==> config.mk <==
export PLATFORM = sky130hd
export DESIGN_NAME = usb_axi_bridge
export DESIGN_NICKNAME = d
export VERILOG_FILES = /design/src/usb_axi_pkg.sv /design/src/word_fifo.sv /design/src/ft_fifo_port.sv /design/src/axi_lite_writer.sv /design/src/axi_lite_reader.sv /design/src/usb_axi_bridge.sv
export SDC_FILE = /design/constraint.sdc
export NUM_CORES = 1
export LEC_CHECK = 0
export BUFFER_PORTS_ARGS = -buffer_cell sky130_fd_sc_hd__buf_2
export CAP_MARGIN = 40
export CORE_UTILIZATION = 30
export CTS_BUF_LIST = sky130_fd_sc_hd__clkbuf_4
export CTS_CLUSTER_DIAMETER = 50
export DETAILED_ROUTE_END_ITERATION = 16
export GPL_ROUTABILITY_DRIVEN = 0
export GPL_TIMING_DRIVEN = 0
export PLACE_DENSITY_LB_ADDON = 0.1
export REMOVE_ABC_BUFFERS = 1
export SYNTH_ARGS = -nofsm -noshare
export SYNTH_HDL_FRONTEND = slang
export SYNTH_HIERARCHICAL = 1
export SYNTH_SLANG_ARGS = --single-unit
==> constraint.sdc <==
create_clock -name sys_clk -period 8.8 [get_ports sys_clk]
set_clock_uncertainty 0.15 [all_clocks]
set_input_delay 1.76 -clock sys_clk [delete_from_list [all_inputs] [get_ports sys_clk]]
set_output_delay 1.76 -clock sys_clk [all_outputs]
set_load 0.05 [all_outputs]
==> src/usb_axi_pkg.sv <==
`default_nettype none

package usb_axi_pkg;

    // widths with a meaning of their own
    typedef logic [7:0]  byte_t;     // one byte on the FT232H bus
    typedef logic [31:0] word_t;
    typedef logic [31:0] addr_t;
    typedef logic [1:0]  resp_t;
    typedef logic [15:0] xfer_cnt_t;

    localparam int    BYTES_PER_WORD = 4;
    localparam addr_t BASE_ADDR      = 32'h8000_0000;
    localparam addr_t ADDR_STEP      = 32'd4;
    localparam int    FIFO_DEPTH     = 8;
    localparam int    FIFO_PTR_W     = 3;
    localparam resp_t RESP_OKAY      = 2'b00;

    //****************************************
    // AXI4-Lite channel payloads
    //****************************************
    typedef struct packed {
        addr_t      addr;
        logic [2:0] prot;
    } aw_chan_t;

    typedef struct packed {
        word_t                     data;
        logic [BYTES_PER_WORD-1:0] strb;
    } w_chan_t;

    typedef struct packed {
        resp_t resp;
    } b_chan_t;

    typedef struct packed {
        addr_t      addr;
        logic [2:0] prot;
    } ar_chan_t;

    typedef struct packed {
        word_t data;
        resp_t resp;
    } r_chan_t;

    // state machines
    typedef enum logic [1:0] {USB_IDLE, USB_READ, USB_WRITE} usb_state_e;
    typedef enum logic [2:0] {WR_IDLE, WR_START, WR_ADDR, WR_DATA, WR_WAIT_B} wr_state_e;
    typedef enum logic [1:0] {RD_IDLE, RD_ADDR, RD_WAIT_R} rd_state_e;

endpackage

`default_nettype wire

==> src/word_fifo.sv <==
`timescale 1ns/1ns
`default_nettype none

module word_fifo (
    input  wire                     sys_clk,
    input  wire                     sys_rst_n,
    input  wire                     push_i,
    input  wire usb_axi_pkg::word_t push_word_i,
    input  wire                     pop_i,
    output usb_axi_pkg::word_t      pop_word_o,
    output logic                    empty_o,
    output logic                    full_o,
    output logic                    nearly_full_o
);

    import usb_axi_pkg::*;

    word_t                 mem [FIFO_DEPTH];
    logic [FIFO_PTR_W-1:0] wr_ptr;
    logic [FIFO_PTR_W-1:0] rd_ptr;
    logic [FIFO_PTR_W:0]   count;
    logic                  do_push;
    logic                  do_pop;

    assign do_pop  = pop_i && !empty_o;
    assign do_push = push_i && (!full_o || do_pop);    // slot freed this cycle

    always_ff @(posedge sys_clk) begin
        if (do_push)
            mem[wr_ptr] <= push_word_i;
    end

    always_ff @(posedge sys_clk or negedge sys_rst_n) begin
        if (!sys_rst_n) begin
            wr_ptr <= '0;
            rd_ptr <= '0;
            count  <= '0;
        end else begin
            if (do_push)
                wr_ptr <= wr_ptr + 1'b1;
            if (do_pop)
                rd_ptr <= rd_ptr + 1'b1;
            case ({do_push, do_pop})
                2'b10:   count <= count + 1'b1;
                2'b01:   count <= count - 1'b1;
                default: count <= count;
            endcase
        end
    end

    assign pop_word_o    = mem[rd_ptr];    // head word with no read latency
    assign empty_o       = (count == '0);
    assign full_o        = (count == (FIFO_PTR_W+1)'(FIFO_DEPTH));
    assign nearly_full_o = (count >= (FIFO_PTR_W+1)'(FIFO_DEPTH - 1));    // under two free

endmodule

`default_nettype wire

==> src/ft_fifo_port.sv <==
`timescale 1ns/1ns
`default_nettype none

module ft_fifo_port (
    input  wire                     sys_clk,
    input  wire                     sys_rst_n,
    // FT232H bus
    input  wire                     usb_rxf_n_i,
    input  wire                     usb_txe_n_i,
    input  wire usb_axi_pkg::byte_t usb_data_i,
    output logic                    usb_oe_n_o,
    output logic                    usb_rd_n_o,
    output logic                    usb_wr_n_o,
    output usb_axi_pkg::byte_t      usb_data_o,
    output logic                    usb_data_oe_o,
    // inbound word FIFO
    output logic                    in_push_o,
    output usb_axi_pkg::word_t      in_word_o,
    input  wire                     in_nearly_full_i,
    // outbound word FIFO
    output logic                    out_pop_o,
    input  wire usb_axi_pkg::word_t out_word_i,
    input  wire                     out_empty_i
);

    import usb_axi_pkg::*;

    usb_state_e state;
    usb_state_e state_next;
    logic       oe_n_d0;
    logic       rx_take;
    logic       rx_last;
    logic [1:0] rx_cnt;
    word_t      rx_word;
    logic       tx_last;
    logic [1:0] tx_cnt;
    word_t      tx_word;

    //****************************************
    // bus arbiter with read priority
    //****************************************
    always_comb begin
        state_next = state;
        case (state)
            USB_IDLE: begin
                if (!usb_rxf_n_i && !in_nearly_full_i)
                    state_next = USB_READ;
                else if (!usb_txe_n_i && !out_empty_i)
                    state_next = USB_WRITE;
            end
            USB_READ: begin
                if (usb_rxf_n_i || in_nearly_full_i)
                    state_next = USB_IDLE;
            end
            USB_WRITE: begin
                if (tx_last)    // fourth byte went out
                    state_next = USB_IDLE;
            end
            default: state_next = USB_IDLE;
        endcase
    end

    always_ff @(posedge sys_clk or negedge sys_rst_n) begin
        if (!sys_rst_n) begin
            state      <= USB_IDLE;
            usb_oe_n_o <= 1'b1;
            oe_n_d0    <= 1'b1;
        end else begin
            state      <= state_next;
            // oe low only once settled in READ
            usb_oe_n_o <= !(state == USB_READ && state_next == USB_READ);
            oe_n_d0    <= usb_oe_n_o;
        end
    end

    // rd strobe trails oe by one cycle
    assign usb_rd_n_o = usb_oe_n_o | oe_n_d0;

    //****************************************
    // byte packing, LSB first
    //****************************************
    assign rx_take = !usb_rd_n_o && !usb_rxf_n_i;
    assign rx_last = rx_take && (rx_cnt == 2'(BYTES_PER_WORD - 1));

    always_ff @(posedge sys_clk or negedge sys_rst_n) begin
        if (!sys_rst_n) begin
            rx_cnt    <= 2'd0;
            in_push_o <= 1'b0;
        end else begin
            if (rx_take)
                rx_cnt <= rx_cnt + 2'd1;    // wraps after the top byte
            in_push_o <= rx_last;
        end
    end

    always_ff @(posedge sys_clk) begin
        if (rx_take)
            rx_word[8*rx_cnt +: 8] <= usb_data_i;
    end

    assign in_word_o = rx_word;

    //****************************************
    // byte unpacking
    //****************************************
    assign out_pop_o     = (state == USB_IDLE) && (state_next == USB_WRITE);
    assign usb_data_oe_o = (state == USB_WRITE);
    assign usb_wr_n_o    = !(state == USB_WRITE && !usb_txe_n_i);    // host may stall
    assign tx_last       = !usb_wr_n_o && (tx_cnt == 2'(BYTES_PER_WORD - 1));

    always_ff @(posedge sys_clk or negedge sys_rst_n) begin
        if (!sys_rst_n)
            tx_cnt <= 2'd0;
        else if (out_pop_o)
            tx_cnt <= 2'd0;
        else if (!usb_wr_n_o)
            tx_cnt <= tx_cnt + 2'd1;
    end

    // word stays held until all bytes are out
    always_ff @(posedge sys_clk) begin
        if (out_pop_o)
            tx_word <= out_word_i;
    end

    assign usb_data_o = tx_word[8*tx_cnt +: 8];

endmodule

`default_nettype wire

==> src/axi_lite_writer.sv <==
`timescale 1ns/1ns
`default_nettype none

module axi_lite_writer (
    input  wire                        sys_clk,
    input  wire                        sys_rst_n,
    input  wire                        fifo_empty_i,
    input  wire usb_axi_pkg::word_t    fifo_word_i,
    output logic                       fifo_pop_o,
    output usb_axi_pkg::aw_chan_t      m_aw_o,
    output logic                       m_aw_valid_o,
    input  wire                        m_aw_ready_i,
    output usb_axi_pkg::w_chan_t       m_w_o,
    output logic                       m_w_valid_o,
    input  wire                        m_w_ready_i,
    input  wire usb_axi_pkg::b_chan_t  m_b_i,
    input  wire                        m_b_valid_i,
    output logic                       m_b_ready_o,
    output logic                       wr_done_o
);

    import usb_axi_pkg::*;

    wr_state_e state;
    wr_state_e state_next;
    addr_t     wr_addr;
    word_t     wr_data;
    logic      aw_fire;
    logic      w_fire;
    logic      b_fire;
    logic      b_okay;

    assign aw_fire = m_aw_valid_o && m_aw_ready_i;
    assign w_fire  = m_w_valid_o && m_w_ready_i;
    assign b_fire  = m_b_valid_i && m_b_ready_o;
    assign b_okay  = (m_b_i.resp == RESP_OKAY);

    // aw alone pending in WR_ADDR and w alone in WR_DATA
    always_comb begin
        state_next = state;
        case (state)
            WR_IDLE:   if (!fifo_empty_i) state_next = WR_START;
            WR_START: begin
                if (aw_fire && w_fire)
                    state_next = WR_WAIT_B;
                else if (aw_fire)
                    state_next = WR_DATA;
                else if (w_fire)
                    state_next = WR_ADDR;
            end
            WR_ADDR:   if (aw_fire) state_next = WR_WAIT_B;
            WR_DATA:   if (w_fire) state_next = WR_WAIT_B;
            WR_WAIT_B: if (b_fire) state_next = b_okay ? WR_IDLE : WR_START;    // error reissues
            default:   state_next = WR_IDLE;
        endcase
    end

    always_ff @(posedge sys_clk or negedge sys_rst_n) begin
        if (!sys_rst_n) begin
            state     <= WR_IDLE;
            wr_addr   <= BASE_ADDR;
            wr_done_o <= 1'b0;
        end else begin
            state     <= state_next;
            wr_done_o <= b_fire && b_okay;
            if (b_fire && b_okay)
                wr_addr <= wr_addr + ADDR_STEP;
        end
    end

    always_ff @(posedge sys_clk) begin
        if (fifo_pop_o)
            wr_data <= fifo_word_i;
    end

    assign fifo_pop_o   = (state == WR_IDLE) && !fifo_empty_i;
    assign m_aw_valid_o = (state == WR_START) || (state == WR_ADDR);
    assign m_w_valid_o  = (state == WR_START) || (state == WR_DATA);
    assign m_b_ready_o  = (state == WR_WAIT_B);

    assign m_aw_o.addr = wr_addr;
    assign m_aw_o.prot = '0;
    assign m_w_o.data  = wr_data;
    assign m_w_o.strb  = '1;    // full word writes only

endmodule

`default_nettype wire

==> src/axi_lite_reader.sv <==
`timescale 1ns/1ns
`default_nettype none

module axi_lite_reader (
    input  wire                        sys_clk,
    input  wire                        sys_rst_n,
    input  wire                        wr_done_i,
    input  wire                        fifo_full_i,
    output logic                       fifo_push_o,
    output usb_axi_pkg::word_t         fifo_word_o,
    output usb_axi_pkg::ar_chan_t      m_ar_o,
    output logic                       m_ar_valid_o,
    input  wire                        m_ar_ready_i,
    input  wire usb_axi_pkg::r_chan_t  m_r_i,
    input  wire                        m_r_valid_i,
    output logic                       m_r_ready_o
);

    import usb_axi_pkg::*;

    rd_state_e state;
    rd_state_e state_next;
    addr_t     rd_addr;
    xfer_cnt_t wr_cnt;    // completed writes
    xfer_cnt_t rd_cnt;    // completed reads
    logic      ar_fire;
    logic      r_fire;
    logic      r_okay;

    assign ar_fire = m_ar_valid_o && m_ar_ready_i;
    assign r_fire  = m_r_valid_i && m_r_ready_o;
    assign r_okay  = (m_r_i.resp == RESP_OKAY);

    always_comb begin
        state_next = state;
        case (state)
            RD_IDLE:   if (rd_cnt != wr_cnt && !fifo_full_i) state_next = RD_ADDR;
            RD_ADDR:   if (ar_fire) state_next = RD_WAIT_R;
            RD_WAIT_R: if (r_fire) state_next = r_okay ? RD_IDLE : RD_ADDR;
            default:   state_next = RD_IDLE;
        endcase
    end

    always_ff @(posedge sys_clk or negedge sys_rst_n) begin
        if (!sys_rst_n) begin
            state   <= RD_IDLE;
            rd_addr <= BASE_ADDR;
            wr_cnt  <= '0;
            rd_cnt  <= '0;
        end else begin
            state <= state_next;
            if (wr_done_i)
                wr_cnt <= wr_cnt + 1'b1;
            if (fifo_push_o) begin
                rd_cnt  <= rd_cnt + 1'b1;
                rd_addr <= rd_addr + ADDR_STEP;
            end
        end
    end

    // room was checked before ar and only one read is in flight
    assign fifo_push_o  = r_fire && r_okay;
    assign fifo_word_o  = m_r_i.data;
    assign m_ar_valid_o = (state == RD_ADDR);
    assign m_r_ready_o  = (state == RD_WAIT_R);
    assign m_ar_o.addr  = rd_addr;
    assign m_ar_o.prot  = '0;

endmodule

`default_nettype wire

==> src/usb_axi_bridge.sv <==
`timescale 1ns/1ns
`default_nettype none

module usb_axi_bridge (
    input  wire                        sys_clk,
    input  wire                        sys_rst_n,
    // FT232H bus
    input  wire                        usb_rxf_n_i,
    input  wire                        usb_txe_n_i,
    input  wire usb_axi_pkg::byte_t    usb_data_i,
    output logic                       usb_oe_n_o,
    output logic                       usb_rd_n_o,
    output logic                       usb_wr_n_o,
    output usb_axi_pkg::byte_t         usb_data_o,
    output logic                       usb_data_oe_o,
    // AXI4-Lite master
    output usb_axi_pkg::aw_chan_t      m_aw_o,
    output logic                       m_aw_valid_o,
    input  wire                        m_aw_ready_i,
    output usb_axi_pkg::w_chan_t       m_w_o,
    output logic                       m_w_valid_o,
    input  wire                        m_w_ready_i,
    input  wire usb_axi_pkg::b_chan_t  m_b_i,
    input  wire                        m_b_valid_i,
    output logic                       m_b_ready_o,
    output usb_axi_pkg::ar_chan_t      m_ar_o,
    output logic                       m_ar_valid_o,
    input  wire                        m_ar_ready_i,
    input  wire usb_axi_pkg::r_chan_t  m_r_i,
    input  wire                        m_r_valid_i,
    output logic                       m_r_ready_o
);

    import usb_axi_pkg::*;

    // host to memory
    logic  in_push;
    word_t in_word;
    logic  in_nearly_full;
    logic  in_pop;
    word_t in_head;
    logic  in_empty;
    // memory to host
    logic  out_push;
    word_t out_word;
    logic  out_full;
    logic  out_pop;
    word_t out_head;
    logic  out_empty;
    logic  wr_done;

    ft_fifo_port u_port (
        .sys_clk          (sys_clk),
        .sys_rst_n        (sys_rst_n),
        .usb_rxf_n_i      (usb_rxf_n_i),
        .usb_txe_n_i      (usb_txe_n_i),
        .usb_data_i       (usb_data_i),
        .usb_oe_n_o       (usb_oe_n_o),
        .usb_rd_n_o       (usb_rd_n_o),
        .usb_wr_n_o       (usb_wr_n_o),
        .usb_data_o       (usb_data_o),
        .usb_data_oe_o    (usb_data_oe_o),
        .in_push_o        (in_push),
        .in_word_o        (in_word),
        .in_nearly_full_i (in_nearly_full),
        .out_pop_o        (out_pop),
        .out_word_i       (out_head),
        .out_empty_i      (out_empty)
    );

    word_fifo u_in_fifo (
        .sys_clk       (sys_clk),
        .sys_rst_n     (sys_rst_n),
        .push_i        (in_push),
        .push_word_i   (in_word),
        .pop_i         (in_pop),
        .pop_word_o    (in_head),
        .empty_o       (in_empty),
        .full_o        (),
        .nearly_full_o (in_nearly_full)
    );

    word_fifo u_out_fifo (
        .sys_clk       (sys_clk),
        .sys_rst_n     (sys_rst_n),
        .push_i        (out_push),
        .push_word_i   (out_word),
        .pop_i         (out_pop),
        .pop_word_o    (out_head),
        .empty_o       (out_empty),
        .full_o        (out_full),
        .nearly_full_o ()
    );

    axi_lite_writer u_writer (
        .sys_clk      (sys_clk),
        .sys_rst_n    (sys_rst_n),
        .fifo_empty_i (in_empty),
        .fifo_word_i  (in_head),
        .fifo_pop_o   (in_pop),
        .m_aw_o       (m_aw_o),
        .m_aw_valid_o (m_aw_valid_o),
        .m_aw_ready_i (m_aw_ready_i),
        .m_w_o        (m_w_o),
        .m_w_valid_o  (m_w_valid_o),
        .m_w_ready_i  (m_w_ready_i),
        .m_b_i        (m_b_i),
        .m_b_valid_i  (m_b_valid_i),
        .m_b_ready_o  (m_b_ready_o),
        .wr_done_o    (wr_done)
    );

    axi_lite_reader u_reader (
        .sys_clk      (sys_clk),
        .sys_rst_n    (sys_rst_n),
        .wr_done_i    (wr_done),
        .fifo_full_i  (out_full),
        .fifo_push_o  (out_push),
        .fifo_word_o  (out_word),
        .m_ar_o       (m_ar_o),
        .m_ar_valid_o (m_ar_valid_o),
        .m_ar_ready_i (m_ar_ready_i),
        .m_r_i        (m_r_i),
        .m_r_valid_i  (m_r_valid_i),
        .m_r_ready_o  (m_r_ready_o)
    );

endmodule

`default_nettype wire

==> flow_summary.toml, run 1 <==
[status]
status = "finished clean"

[timing]
fin_ws_ns = 4.10
period_share = 0.534
max_freq_ghz = 0.213
rsz0062_at_grt = "no"
tightest_slew_ns = 0.826
slew_headroom = 0.445
fin_crit_ns = 4.70
hold_viol = 0
slew_violations = 0
setup_viol = 0

[floorplanning]
ios = 176
initial_utilization = 0.303
core_um2 = 98400
die_area_um2 = 101000
rows = 115
dieHeight_um = 317
die_x_um = 317

[pwr]
switching_share = 0.314
power_density_nw_per_um2 = 285
seq_power_share = 0.439
combPwrFrac = 0.259
clkPwrFrac = 0.302
power.switching_mw = 3.14
p_leak_nw = 12.7
ir_worst_vdd_uv = 145
p_int_mw = 6.86

[clock_tree]
root_buffer = "clkbuf_4"
cts_max_path_buffers = 3
post_cts_resize_count = 0
cts_tree = "done"
cts-htree-levels = 4
cts_buffers = 199
hold_buffers = 0
postCtsSetupRepairBufs = 0
clk_pin_slew_ns = 0.07
numClockSinks = 735
insertion_delay_ns = 1.04

[yosys]
syn_area_um2 = 29800
yosysWarnings = 6
syn_inst = 1543
syn_area_per_cell_um2 = 19.3

[route]
dr.first_iter.drc_count = 693
ant_nets = 0
drc = 0
viasPerCell = 4.52
totalWireLength_um = 66800
dr.pass1.iters = 4
vias = 15017
wire_per_inst_um = 20.1

[placed_design]
hpwlAfterDp_um = 42000
dp_slack_ns = 3.58
post_dp_cell_area_um2 = 32600
port_buffers = 161

[global_route]
grt_max_degree = 66
grt_usage = 0.136
overflow = 0
grt_pass1_vias = 16381
antenna_found_initial = 11
grt_pass1_wl_um = 100000

[finish]
layout.cell_area.non_filler_um2 = 35100
fin_nets = 1950
nFillCells = 9412
area_growth_pct = 17.9
mostFrequentLayoutCells = "edfxtp_1, clkbuf_4, buf_2, dfrtp_1, xnor2_1"
register_area_um2 = 21500
drive_gt1_frac = 0.370
final_common_cell = "edfxtp_1"
multi_input_area_um2 = 7730

[critical_path]
worstPathRequired_ns = 6.89
crit-reg2reg-launch = "u_out_fifo/count[1]"
crit_fanout = 6
start_kind = "register"
arrival_ns = 2.79
endpoint_kind = "output pin"
criticalPathCategory = "register to output pin"
critPathLaunch = "u_port/tx_cnt[0]"

[min_path]
hp-class = "register to register"
min_from = "u_port/usb_oe_n_o"

[run]
maxCapViolCount = 0
## worst max-delay path, cell delays in order (launching register included)
cell and delay [ns]:
dfrtp_1 0.72, buf_8 0.23, mux4_2 0.55, buf_2 0.24
## power groups by stage
stage | registers [mW] | logic (mW) | clock network [mW]
after floorplan | 4.81 | 1.49 | 0
after global placement | 4.80 | 2.34 | 0
after detailed placement | 4.48 | 2.67 | 0
after CTS | 4.41 | 2.67 | 3.18
after global routing | 4.44 | 2.80 | 3.34
final | 4.39 | 2.59 | 3.02
## metrics by stage
| stage | setup TNS (ns) | hold slack [ns] | power [mW] | cells | util |
|---|---|---|---|---|---|
| floorplan | 0 | 0.287 | 6.31 | 1460 | - |
| global placement | -1758.77 | 0.223 | 7.14 | 2908 | 0.321 |
| detailed placement | 0 | 0.217 | 7.15 | 2963 | 0.331 |
| CTS | 0 | 0.236 | 10.3 | 3317 | 0.357 |
| global route | 0 | 0.245 | 10.6 | 3318 | 0.357 |
| finish | 0 | 0.235 | 10.0 | 3319 | 0.357 |
## path summary, 6_finish.rpt
check                                   endpoint  slack [ns]  cells after the start
hold reg to reg                   u_port/oe_n_d0        0.24                      0
setup / recovery                   usb_data_o[4]        4.10                      3
min in group asynchronous   u_writer/wr_addr[10]        0.57                      1
hold / removal                    u_port/oe_n_d0        0.24                      0
setup reg to reg           u_out_fifo/mem[1][19]        4.70                     11
max in group asynchronous     u_reader/rd_cnt[1]        7.09                      2
## state kept, by name (all words and copies together), names as in the netlist, 4 cells and up
signal and cells:
u_reader/rd_cnt 16, u_port/tx_word 32, u_in_fifo/count 4, u_reader/wr_cnt 16
u_reader/rd_addr 30, u_writer/wr_data 32, u_out_fifo/count 4, u_in_fifo/mem 256
u_out_fifo/mem 256, u_port/in_word_o 32, u_writer/wr_addr 30
## final cells by class
cell class,count,area share
clock buffer,296,0.0632
inverter,22,0.00235
antenna,2,0.000142
sequential,735,0.611
clock inverter,58,0.00983
multi-input combinational,703,0.220
timing repair buffer,216,0.0478
tap,1287,0.0458
## metal layers
layer | vias up | track usage | share of wire | routed length (um)
met1 | 7725 | 0.168 | 0.43 | 28900
met5 | - | 0 | 0.0011 | 76
li1 | 6890 | - | - | -
met2 | 274 | 0.222 | 0.50 | 33500
met4 | 10 | 0.0565 | 0.021 | 1430
met3 | 118 | 0.0380 | 0.044 | 2950
Note: power is estimated with default switching activity, not from simulation.
==> run 2, diff against run 1 <==
Clock period 8.8 ns to 4.9 ns, I/O delays scaled along.
==> flow_summary.toml, run 2 (same netlist as run 1, synthesis figures left out) <==
[critical_path]
path_cells = "or3_1 > nor2_1 > nor4_1 > o21a_2 > nand2b_1 > o21a_1 > nand2_1 > nor3_2 > buf_4 > buf_6 > buf_4"
arrival_ns = 4.67
crit_path_max_incr_delay_ns = 0.57
criticalPathCategory = "register to register"
crit_buf_inv = 3
endpoint_kind = "register"
crit_family = "simple AND/OR/NAND/NOR gates"
crit_fanout = 18
cpMostUsedCell = "buf_4"
worstPathRequired_ns = 5.48
start_kind = "register"
slowest_stage = "nor3_2"

[floorplanning]
core_um2 = 98400
initial_utilization = 0.303
die_x_um = 317
ios = 176
die_area_um2 = 101000
rows = 115
dieHeight_um = 317

[clock_tree]
cts-htree-levels = 4
post_cts_resize_count = 0
numClockSinks = 735
clk_pin_slew_ns = 0.06
root_buffer = "clkbuf_4"
insertion_delay_ns = 1.04
cts_buffers = 199
cts_max_path_buffers = 3
cts_tree = "done"

[route]
wire_per_inst_um = 19.9
ant_nets = 0
dr.first_iter.drc_count = 679
viasPerCell = 4.52
vias = 15165
totalWireLength_um = 66900
drc = 0
dr.pass1.iters = 4

[finish]
area_growth_pct = 19.1
final_common_cell = "edfxtp_1"
fin_nets = 1988
finish.utilization = 0.361
drive_gt1_frac = 0.363
mostFrequentLayoutCells = "edfxtp_1, clkbuf_4, buf_2, dfrtp_1, xnor2_1"
largestRegisters = "u_in_fifo/mem: 256 flops, u_out_fifo/mem: 256 flops"

[timing]
slew_violations = 0
period_share = 0.836
fin_crit_ns = 4.10
tightest_slew_ns = 0.851
rsz0062_at_grt = "no"
fin_ws_ns = 0.802
hold_viol = 0
slew_headroom = 0.431
setup_viol = 0
max_freq_ghz = 0.244
setup_tns_ns = 0

[min_path]
hp-class = "input pin to register"

[placed_design]
port_buffers = 161
hpwlAfterDp_um = 42000
dp_slack_ns = 0.461

[status]
status = "finished clean"

[global_route]
grt_usage = 0.136
grt_pass1_wl_um = 101000
overflow = 0
grt_max_degree = 66
antenna_found_initial = 4
grt_pass1_vias = 16539

[pwr]
power_density_nw_per_um2 = 506
ir_worst_vdd_uv = 261
p_leak_nw = 12.8

[run]
maxCapViolCount = 0
[run 2: changes by cell type in the layout (fill, tap and decap cells not counted), sizes merged]
cell / delta
diode: -1
dlygate4sd3: +38
[run 2: worst paths after layout]
path                                      from                     to  slack (ns)  cells after the start
max                        u_out_fifo/count[1]  u_out_fifo/mem[1][19]        0.80                     11
max in group asynchronous            sys_rst_n     u_reader/rd_cnt[4]        3.38                      3
min reg2reg                  u_port/usb_oe_n_o         u_port/oe_n_d0        0.24                      0
min                                m_b_valid_i      u_writer/state[2]        0.20                      3
min in group asynchronous            sys_rst_n   u_writer/wr_addr[10]        0.38                      2
max reg2reg                u_out_fifo/count[1]  u_out_fifo/mem[1][19]        0.80                     11
[run 2: what timing repair did]
action	CTS	global route
setup buffers	0	0
endpoints found under the hold margin	323	0
setup endpoints to repair	0	0
hold buffers	38	0
[run 2: through the flow]
stage          hold slack, ns  area, um2  cells  power (mW)
6_report                0.197      35500   3356        18.0
5_1_grt                0.0854      35500   3356        19.0
4_1_cts                0.0322      35500   3355        18.5
3_5_place_dp            0.217      32600   2963        12.8
3_3_place_gp            0.223      31600   2908        12.5
2_1_floorplan           0.287      29100   1460        11.3
[run 2: final cells by class]
cell class | count | area [um2]
Sequential cell | 735 | 21500
Antenna cell | 1 | 2.50
Fill cell | 9383 | 62900
Timing Repair Buffer | 254 | 2060
Tap cell | 1287 | 1610
Multi-Input combinational cell | 703 | 7730
Clock inverter | 58 | 345
Clock buffer | 296 | 2220
Inverter | 22 | 82.6
[run 2: worst register-to-register path: stages, from the launching register on]
cell	delay [ns]
dfrtp_1	0.38
or3_1	0.35
nor2_1	0.17
nor4_1	0.23
o21a_2	0.56
nand2b_1	0.22
o21a_1	0.23
nand2_1	0.25
nor3_2	0.57
buf_4	0.30
buf_6	0.17
buf_4	0.20
[run 2: layer usage]
layer	up-vias	track usage	routed length, um	share of wire
met2	285	0.222	33400	0.50
met4	4	0.0565	1400	0.021
met5	-	0	27	0.00040
li1	6969	-	-	-
met3	109	0.0353	2800	0.042
met1	7798	0.170	29200	0.44
[run 2: power by group]
part	switching [mW]	total [mW]	internal (mW)
Clock	2.55	5.43	2.88
Sequential	0.559	7.88	7.32
Combinational	2.54	4.67	2.13
Total	5.65	18.0	12.3
